<file path="src/source/ndn_pkg.sv">
`default_nettype none

package ndn_pkg;

    // Name prefix, bit 63 is the first name bit
    // Bits below the prefix length carry no meaning
    typedef logic [63:0] name_prefix_t;

    // Prefix length in bits, 0 to 63
    typedef logic [5:0] prefix_len_t;

    // Prefix and its length travel together
    // Used for data arrivals, lookups, PIT queries and results
    typedef struct packed {
        name_prefix_t prefix;
        prefix_len_t  len;
    } name_t;

    // One byte of data payload
    typedef logic [7:0] payload_byte_t;

endpackage

`default_nettype wire

</file>
<file path="src/source/fib_pkg.sv">
`default_nettype none

package fib_pkg;

    // Hash bucket, one column of the valid-bit table
    // Hash rule:
    //   zero the prefix bits below the length (keep the top len bits)
    //   XOR-fold the 64 bits in 10-bit chunks, chunk 0 is prefix[9:0]
    //   the last chunk is prefix[63:60] with zeros above it
    //   XOR the length into bucket[5:0]
    typedef logic [9:0] bucket_t;

    // Table access, row is the prefix length
    typedef struct packed {
        logic                 we;
        ndn_pkg::prefix_len_t row;
        bucket_t              bucket;
    } table_req_t;

    // Longest-prefix-match outcome
    typedef struct packed {
        logic           hit;
        ndn_pkg::name_t name;
    } lookup_result_t;

endpackage

`default_nettype wire

</file>
<file path="src/source/fib_lpm_lookup.sv">
`default_nettype none
`timescale 1ns/1ps

module fib_lpm_lookup (
    input  logic                    clk,
    input  logic                    rst,
    input  logic                    lookup_valid,
    input  ndn_pkg::name_t          lookup_name,
    output logic                    hash_in_valid,
    output ndn_pkg::name_t          hash_in_name,
    input  logic                    hash_valid,
    input  fib_pkg::bucket_t        hash_bucket,
    output logic                    req_valid,
    output fib_pkg::table_req_t     req,
    input  logic                    gnt,
    input  logic                    rd_bit,
    output logic                    done,
    output fib_pkg::lookup_result_t result
);

    typedef enum logic [1:0] {s_idle, s_hash, s_req, s_check} state_t;

    state_t                state;
    ndn_pkg::name_prefix_t prefix_q;
    // Length under probe
    ndn_pkg::prefix_len_t  len_q;
    fib_pkg::bucket_t      bucket_q;
    logic                  last_probe;

    assign hash_in_valid = (state == s_hash);
    assign req_valid     = (state == s_req);
    // Stop on a hit or when length 0 misses
    assign last_probe    = rd_bit || (len_q == '0);

    always_comb begin
        hash_in_name.prefix = prefix_q;
        hash_in_name.len    = len_q;
        // Read request, bucket is fresh from the hash in the first cycle
        req.we  = 1'b0;
        req.row = len_q;
        if (hash_valid) begin
            req.bucket = hash_bucket;
        end else begin
            req.bucket = bucket_q;
        end
    end

    always_ff @(posedge clk) begin
        if (rst) begin
            state <= s_idle;
            done  <= 1'b0;
        end else begin
            done <= 1'b0;
            case (state)
                s_idle: begin
                    if (lookup_valid) begin
                        state <= s_hash;
                    end
                end
                s_hash: state <= s_req;
                s_req: begin
                    if (gnt) begin
                        state <= s_check;
                    end
                end
                s_check: begin
                    if (last_probe) begin
                        done  <= 1'b1;
                        state <= s_idle;
                    end else begin
                        state <= s_hash;
                    end
                end
                default: state <= s_idle;
            endcase
        end
    end

    always_ff @(posedge clk) begin
        if (state == s_idle && lookup_valid) begin
            prefix_q <= lookup_name.prefix;
            len_q    <= lookup_name.len;
        end else if (state == s_check && !last_probe) begin
            // Next shorter prefix
            len_q <= len_q - 1'b1;
        end
        if (hash_valid) begin
            bucket_q <= hash_bucket;
        end
        // Result reports the original prefix and the probed length
        if (state == s_check) begin
            result.hit         <= rd_bit;
            result.name.prefix <= prefix_q;
            result.name.len    <= len_q;
        end
    end

endmodule

`default_nettype wire

</file>
<file path="config.mk">
export PLATFORM = sky130hd
export DESIGN_NAME = fib_lpm_lookup
export DESIGN_NICKNAME = d
export VERILOG_FILES = /design/src/source/ndn_pkg.sv /design/src/source/fib_pkg.sv /design/src/source/fib_lpm_lookup.sv
export SDC_FILE = /design/constraint.sdc
export NUM_CORES = 1
export LEC_CHECK = 0
export ABC_CLOCK_PERIOD_IN_PS = 5670
export BUFFER_PORTS_ARGS = -buffer_cell sky130_fd_sc_hd__buf_2
export CORE_UTILIZATION = 35
export CTS_CLUSTER_DIAMETER = 60
export DETAILED_ROUTE_END_ITERATION = 10
export PLACE_DENSITY_LB_ADDON = 0.12
export SETUP_SLACK_MARGIN = 0.1
export SYNTH_ARGS = -nofsm -noshare
export SYNTH_HDL_FRONTEND = slang
export SYNTH_SLANG_ARGS = --single-unit
</file>
<file path="constraint.sdc">
create_clock -name clk -period 5.67 [get_ports clk]
set_input_delay 1.134 -clock clk [delete_from_list [all_inputs] [get_ports clk]]
set_output_delay 1.134 -clock clk [all_outputs]
set_load 0.03 [all_outputs]
</file>
==> metrics.cfg, run 1 <==
[status]
status = finished, final reports clean

[die]
fp.dieH_um = 122
die-area_um2 = 14800
core_region_area_um2 = 13900
rows = 43
die_w_um = 122
initial_utilization = 0.360
io_pins = 247

[final_layout]
final_cells = 673
final_cell_area_um2 = 6970
syn_to_final_growth_pct = 38.8
final_util = 0.500
fill_cells = 1213
multiInputGateArea_um2 = 448
nets = 573
layout-drive-gt1-share = 0.589
seqCellArea_um2 = 4490

[global_routing]
grtUsageTotal = 0.142
overflow = 0
antenna_found_initial = 1
grt_max_degree = 74
grt_pass1_vias = 2802
grt_pass1_wl_um = 15100

[critical_path]
worstPathMaxFanout = 10
crit_path_end_kind = output pin
arrival_ns = 1.90
crit_required_ns = 4.54
worstSetupPathType = input pin to output pin
cp-start-kind = input pin

[pwr]
ir_drop_mv = 0.275
p_leak_nw = 2.85
power_density_nw_per_um2 = 507
power.total_mw = 3.53

[sta]
layout_worst_path_cycle_share = 0.535
hold_ws_ns = 0.438
rsz0062_at_grt = no
fmax_mhz = 330
fin_ws_ns = 2.64
worst_slew_pin_slew_ns = 1.02
slew_headroom = 0.322
maxSlewViolCount = 0
fin_crit_ns = 3.03
tns_ns = 0
fin_skew_ns = 0.00442
setup_viol = 0
finalHoldViolations = 0

[drt]
wirelength_um = 10600
viasPerCell = 4.29
ant_nets = 0
drcViolationCount = 0
dr_wl_met3_um = 1080
drtPass1Iterations = 4
route.vias.total = 2887
m1WireLength_um = 4030
drtIter0Drc = 209
post_drt_wl_per_cell_um = 15.7
wl_met2_um = 5290
top_layer = met4

[yosys]
synth_area_per_cell_um2 = 22.4
synth_edf_count = 141
async_flop_share = 0
yosysSeqAreaShare = 0.896
netlist_top_cells_count = edfxtp_1, dfxtp_1, mux2_2
ys_top_cells_by_area = edfxtp_1, dfxtp_1, mux2_2
synth_most_common_cell = edfxtp_1
ys_types = 29
yosysTopAreaCellShare = 0.844
synth_fp_nets = 317
synth_area_leader_cell = edfxtp_1
ys_ff_latch = 154
ys.flop_type = edfxtp_1
synthCells = 224
syn-cell-area_um2 = 5020
yosys_warnings = 0

[clocking]
cts_sinks = 154
clock_latency_ns = 0.41
post_cts_buffers = 0
holdBufCountCts = 0
clockRootBuffer = clkbuf_16
cts_max_level = 4
cts_resized = 0
tritoncts = built
numCtsBuffers = 17
path_clk_slew_ns = 0.06
cts.path.max_buffers = 2

[min_path]
hold_path.class = flip-flop to flip-flop

[placement]
place_area_um2 = 6430
gp_congestion = 0.790
dp_hpwl_um = 7610
portBuffers = 245
dp_cells = 641
pre_cts_slack_ns = 2.59

[run]
maxCapViolations = 0

layer usage:
metal | track usage | up-vias
met5 | 0 | -
met4 | 0.0640 | 0
met3 | 0.0679 | 12
met2 | 0.234 | 152
met1 | 0.154 | 1355
li1 | - | 1368
cell type report:
cell class | count | share of cell area
sequential | 154 | 0.645
inverter | 7 | 0.00377
clock buffer | 20 | 0.0627
multi-input combinational | 54 | 0.0643
antenna | 1 | 0.000359
tap | 180 | 0.0323
clock inverter | 11 | 0.0142
timing repair buffer | 246 | 0.177
power breakdown:
group          internal [mW]  total, mW  switching (mW)  leakage, nW
combinational          0.222      0.874           0.652         1.18
clock                  0.600       1.03           0.425        0.256
sequential              1.53       1.63           0.102         1.42
path summary, 6_finish.rpt:
check / from / end / slack [ns] / cells past startpoint
worst min-delay path: prefix_q[41] / result[47] / 0.44 / 0
worst max-delay path: hash_valid / req[4] / 2.64 / 3
worst min register to register: prefix_q[41] / result[47] / 0.44 / 0
worst max register to register: state[0] / len_q[5] / 3.17 / 6
sequential cells by signal (all words and copies together), names as in the netlist:
name      flops
len_q         6
result       71
bucket_q     10
prefix_q     64
done          1
state         2
placed cells by master, fill, tap and decap left out, types with 2 or more instances in the layout:
cell type	Yosys	routed
clkbuf_16	0	17
buf_2	1	245
inv_1	7	6
clkinvlp_4	0	3
and2b_2	2	2
and3b_1	2	2
a21oi_1	6	6
clkbuf_1	1	3
xnor2_1	3	3
nand2_1	2	2
nor2_1	6	6
mux2_2	10	10
clkinv_4	0	2
ha_1	7	6
clkinv_2	0	4
o21ai_0	2	2
dfxtp_1	13	13
edfxtp_1	141	141
critical path, cell delays in order:
cell    delay, ns
buf_2        0.21
mux2_2       0.38
buf_2        0.18
cell families after synthesis:
family,synth area share
DFF,0.896
and+or+nand+nor,0.0247
buffers and inverters,0.0175
AOI/OAI and AO/OA,0.0162
muxes,0.0224
adders and majority gates,0.0175
xor gates and xnor gates,0.00524
other,0.000747
(Power assumes the default switching activity.)
==> run 2: changes to the inputs <==
Settings changed: ABC_AREA set to 1, ABC_CLOCK_PERIOD_IN_PS 5670 to 3100.
Clock period 5.67 ns to 3.1 ns, I/O delays scaled along.
==> metrics.cfg, run 2 <==
[drt]
ant_nets = 0  ; unchanged
wirelength_um = 10600  ; +0.19%
drtIter0Drc = 160  ; -23%
drtPass1Iterations = 4  ; unchanged
post_drt_wl_per_cell_um = 15.5  ; -1.4%
viasPerCell = 4.30  ; +0.13%
route.vias.total = 2938  ; +1.8%
drcViolationCount = 0  ; unchanged

[yosys]
netlist_top_cells_count = edfxtp_1, dfxtp_1, nand2_1
ys_top_cells_by_area = edfxtp_1, dfxtp_1, mux2_2
ys_ff_latch = 154  ; unchanged
syn-cell-area_um2 = 5000  ; -0.30%
async_flop_share = 0  ; unchanged
synth_most_common_cell = edfxtp_1
synth_edf_count = 141  ; unchanged
yosys_warnings = 0  ; unchanged
ys_types = 23  ; -21%
synth_area_per_cell_um2 = 21.6  ; -3.7%
synth_fp_nets = 325  ; +2.5%
ys.flop_type = edfxtp_1
yosysTopAreaCellShare = 0.846  ; +0.00253
yosysSeqAreaShare = 0.898  ; +0.00269
synth_area_leader_cell = edfxtp_1
synthCells = 232  ; +3.6%

[sta]
fin_crit_ns = 2.01
fin_ws_ns = 1.09  ; -1.55 ns
finalHoldViolations = 0  ; unchanged
fmax_mhz = 497
slew_headroom = 0.523  ; +0.201
fin_skew_ns = 0.00485  ; +0.000422 ns
layout_worst_path_cycle_share = 0.649
setup_viol = 0  ; unchanged
hold_ws_ns = 0.376  ; -0.0619 ns
tns_ns = 0  ; unchanged
worst_slew_pin_slew_ns = 0.715  ; -0.302 ns
rsz0062_at_grt = no
maxSlewViolCount = 0  ; unchanged

[critical_path]
cp_slowest_stage_delay_ns = 0.55  ; +0.17 ns
crit_required_ns = 3.20  ; -1.34 ns
cp_slowest_cell = inv_2
worstPathMaxFanout = 39  ; +29
path_buf_inv = 3  ; +1
cp-start-kind = flip-flop
worstPathCellList = inv_1 -> ha_1 -> nand2_2 -> inv_2 -> buf_12
crit_family = buffers and inverters
worstSetupPathType = flip-flop to flip-flop
crit_path_end_kind = flip-flop
arrival_ns = 2.12  ; +0.22 ns

[status]
status = finished, final reports clean

[final_layout]
largest_register_ffs = 71  ; unchanged
diodes = 0  ; -1
layout-drive-gt1-share = 0.581  ; -0.00808
nets = 584  ; +1.9%
largestRegisters = result (71), prefix_q (64), bucket_q (10)
most-common-layout-cells = buf_2, edfxtp_1, clkbuf_16
syn_to_final_growth_pct = 40.0
fill_cells = 1193  ; -1.6%
final_common_cell = buf_2
top_register = result
final_cell_area_um2 = 7000  ; +0.52%

[pwr]
intPower_mw = 4.39  ; +87%
p_sw_mw = 2.21  ; +87%
p_comb_frac = 0.250  ; +0.003
p_leak_nw = 2.89  ; +1.2%
pwr-share-seq = 0.453  ; -0.009
power_frac_clock = 0.297  ; +0.007
power_density_nw_per_um2 = 942  ; +86%
ir_drop_mv = 0.455  ; +66%
swShare = 0.335  ; +0.000550

[clocking]
cts.path.max_buffers = 2  ; unchanged
clockRootBuffer = clkbuf_16
cts_resized = 0  ; unchanged
path_clk_slew_ns = 0.06  ; about the same
clock_latency_ns = 0.41  ; about the same
post_cts_buffers = 0  ; unchanged
tritoncts = built
holdBufCountCts = 0  ; unchanged
numCtsBuffers = 17  ; unchanged
cts_sinks = 154  ; unchanged
cts_max_level = 4  ; unchanged

[die]
die-area_um2 = 14800  ; -0.30%
core_region_area_um2 = 13900  ; unchanged
io_pins = 247  ; unchanged
die_w_um = 122  ; -0.15%
initial_utilization = 0.359  ; -0.00108
fp.dieH_um = 122  ; -0.15%
rows = 43  ; unchanged

[global_routing]
antenna_found_initial = 0  ; -1
grtUsageTotal = 0.145  ; +0.00267
overflow = 0  ; unchanged
grt_pass1_vias = 2814  ; +0.43%
grt_pass1_wl_um = 15300  ; +1.2%
grt_max_degree = 40  ; -46%

[run]
maxCapViolations = 0  ; unchanged

[placement]
pre_cts_slack_ns = 1.01  ; -1.58 ns
place_area_um2 = 6440  ; +0.25%
gp_congestion = 0.750  ; -5.0%
dp_hpwl_um = 7620  ; +0.15%
portBuffers = 245  ; unchanged

[min_path]
hold_path.class = input pin to flip-flop

## run 2: cell types whose count changed after synthesis, sizes merged, moves of 2 or more
cell	previous run	this run
a21oi	6	3
o21ai	2	4
and3b	2	0
nor2	6	10
xnor2	3	0
nand2	2	12
nand3	0	5
a31oi	0	2
and2b	3	0
inv	7	12
## run 2: logic make-up after synthesis
| kind of cell | after synthesis | share of synthesized area |
|---|---|---|
| simple gates | 28 | 0.0238 |
| mux | 10 | 0.0225 |
| compound gates | 12 | 0.0165 |
| flops | 154 | 0.898 |
| buf+inv | 20 | 0.0205 |
| fa+ha+maj | 7 | 0.0175 |
| other cells | 1 | 0.000750 |
## run 2: worst paths after layout
check | slack, ns | depth (start not counted) | start | endpoint
worst max register to register | 1.09 | 5 | state[1] | prefix_q[23]
worst min register to register | 0.44 | 0 | prefix_q[10] | result[16]
worst min-delay path | 0.38 | 1 | lookup_name[22] | prefix_q[16]
worst max-delay path | 1.09 | 5 | state[1] | prefix_q[23]
## run 2: worst register-to-register path: stages (launching register included)
cell	delay, ns
dfxtp_1	0.35
inv_1	0.14
ha_1	0.20
nand2_2	0.12
inv_2	0.55
buf_12	0.32
## run 2: power by group through the flow
stage / clock (mW) / sequential (mW) / combinational, mW
final: 1.96 / 2.99 / 1.65
after global routing: 2.08 / 3.04 / 1.77
after CTS: 2.00 / 3.00 / 1.68
after detailed placement: 0 / 3.04 / 1.67
after global placement: 0 / 3.02 / 1.67
after floorplan: 0 / 3.64 / 0.541
## run 2: per-stage QoR
step           total power [mW]  std cells  utilization
2_1_floorplan              4.18        232            -
3_3_place_gp               4.68        652        0.462
3_5_place_dp               4.71        652        0.462
4_1_cts                    6.67        684        0.502
5_1_grt                    6.89        684        0.502
6_report                   6.59        684        0.502
## run 2: area by class of cell
cell class	instances	area (µm²)	share of cell area
Clock buffer	19	433	0.0618
Timing Repair Buffer	248	1260	0.180
Clock inverter	13	125	0.0179
Multi-Input combinational cell	58	418	0.0597
Sequential cell	154	4490	0.642
Inverter	12	45.0	0.00643
Tap cell	180	225	0.0322
## run 2: routing by layer
| metal | vias up | global-route usage | share of wire |
|---|---|---|---|
| met5 | - | 0 | 0 |
| met4 | 0 | 0.0779 | 0.023 |
| met3 | 19 | 0.0562 | 0.095 |
| met2 | 161 | 0.227 | 0.48 |
| met1 | 1371 | 0.171 | 0.40 |
| li1 | 1387 | - | - |
==> run 3: changes to the inputs <==
Settings changed: ABC_AREA 1 to 0, ABC_CLOCK_PERIOD_IN_PS 3100 to 1600.
Clock period 3.1 ns to 1.6 ns, I/O delays scaled along.
==> metrics.cfg, run 3 (synthesized netlist as in run 1, its figures left out) <==
[final_layout]
multiInputGateArea_um2 = 556  ; +33%
seqCellArea_um2 = 4500  ; +0.17%
fill_cells = 1180  ; -1.1%
largestRegisters = result (71), prefix_q (64), bucket_q (10)
top_register = result
diodes = 0  ; unchanged
most-common-layout-cells = buf_2, edfxtp_1, buf_6
syn_to_final_growth_pct = 48.4
layout-drive-gt1-share = 0.635  ; +0.0541
final_common_cell = buf_2
largest_register_ffs = 71  ; unchanged
final_util = 0.534  ; +0.0318
nets = 593  ; +1.5%

[die]
io_pins = 247  ; unchanged
fp.dieH_um = 122  ; +0.15%
die_w_um = 122  ; +0.15%
die-area_um2 = 14800  ; +0.30%
rows = 43  ; unchanged
core_region_area_um2 = 13900  ; unchanged
initial_utilization = 0.360  ; +0.00108

[drt]
drtPass1Iterations = 4  ; unchanged
route.vias.total = 3036  ; +3.3%
wirelength_um = 11100  ; +4.8%
post_drt_wl_per_cell_um = 16.0  ; +3.4%
drtIter0Drc = 136  ; -15%
viasPerCell = 4.38  ; +2.0%
drcViolationCount = 0  ; unchanged
ant_nets = 0  ; unchanged

[global_routing]
overflow = 0  ; unchanged
grt_max_degree = 40  ; unchanged
grt_pass1_wl_um = 15700  ; +2.4%
grtUsageTotal = 0.148  ; +0.00327
antenna_found_initial = 0  ; unchanged
grt_pass1_vias = 2877  ; +2.2%

[clocking]
clockRootBuffer = clkbuf_16
holdBufCountCts = 0  ; unchanged
path_clk_slew_ns = 0.06  ; about the same
cts_sinks = 154  ; unchanged
cts.path.max_buffers = 2  ; unchanged
numCtsBuffers = 17  ; unchanged
tritoncts = built
cts_max_level = 4  ; unchanged
clock_latency_ns = 0.41  ; about the same

[min_path]
hold_start = lookup_name[49]
hold_path.class = input pin to flip-flop
holdPathEnd = prefix_q[43]
hold-path-cell-count = 1  ; unchanged

[pwr]
p_leak_nw = 3.04  ; +5.1%
power.total_mw = 13.5  ; +100%
power_density_nw_per_um2 = 1810  ; +92%
ir_drop_mv = 1.11  ; +140%

[critical_path]
r2r_cells = 5  ; unchanged
cp_slowest_stage_delay_ns = 0.45  ; -0.10 ns
r2r-end = len_q[2]
worstSetupPathType = flip-flop to flip-flop
crit_path_end_kind = flip-flop
rrSetupSlack_ns = -0.15  ; -1.23 ns
arrival_ns = 1.90  ; -0.22 ns
crit_required_ns = 1.75  ; -1.45 ns
cp_slowest_cell = or4b_4
reg2reg_from = len_q[0]
worstPathMaxFanout = 6  ; -85%
cp-start-kind = flip-flop
worstPathCellList = inv_2 -> ha_4 -> or4b_4 -> o211ai_1 -> nand2_2

[sta]
layout_worst_path_cycle_share = 1.09  ; +0.442
rsz0062_at_grt = yes
fin_ws_ns = -0.147  ; -1.23 ns
setup_viol = 7  ; +7
tns_ns = -0.910  ; -0.910 ns
maxSlewViolCount = 0  ; unchanged
fin_skew_ns = 0.00655  ; +0.00171 ns
fmax_mhz = 573  ; +15%
finalHoldViolations = 0  ; unchanged
hold_ws_ns = 0.0782  ; -0.298 ns
fin_crit_ns = 1.75  ; -0.267 ns

[placement]
dp_hpwl_um = 7930  ; +4.1%
portBuffers = 245  ; unchanged
gp_congestion = 0.796  ; +6.1%

[status]
failed_checks = setup timing
status = finished with violations

[run]
maxCapViolations = 0  ; unchanged

[run 3: through the flow]
stage,cells,setup slack (ns),area [µm²]
after floorplan,224,-0.594,5050
after global placement,652,-0.163,6590
after detailed placement,652,-0.216,6590
after CTS,691,-0.168,7320
after global routing,693,-0.216,7440
final,693,-0.147,7440
[run 3: worst max-delay path: cells and delay by family, from the launching register on]
kind | cells | cell delay, ns
and+or+nand+nor | 2 | 0.61
buffers and inverters | 1 | 0.10
AOI/OAI and AO/OA | 1 | 0.25
DFF | 1 | 0.40
adders and majority gates | 1 | 0.12
[run 3: layout make-up]
cell class / count / share of cell area
repair buffers: 266 / 0.212
inverters: 7 / 0.00504
multi-input cells: 54 / 0.0746
clock inverters: 6 / 0.00521
clock buffers: 26 / 0.0686
flip-flops and latches: 154 / 0.605
well taps: 180 / 0.0303
[run 3: where the power goes]
group,total (mW),switching [mW],internal (mW)
registers,5.74,0.317,5.42
logic,4.05,2.65,1.40
clock network,3.69,1.49,2.20
total,13.5,4.45,9.02
[run 3: worst max-delay path by stage]
stage                        start  endpoint  depth (start not counted)
after floorplan           state[0]  len_q[5]                          5
after CTS                 len_q[1]  len_q[2]                          5
after global routing      len_q[0]  len_q[2]                          5
after detailed placement  len_q[1]  len_q[1]                          5
final                     len_q[0]  len_q[2]                          5
after global placement    len_q[0]  len_q[1]                          5
[run 3: metal layers]
layer	wire (µm)	global-route usage
met5	0	0
met4	153	0.0648
met3	1120	0.0679
met2	5550	0.238
met1	4260	0.169
[run 3: what timing repair did]
action / CTS / global route
pin swaps: 7 / 6
gates resized for setup: 36 / 42
endpoints found under the setup margin: 11 / 99
setup buffers: 7 / 8
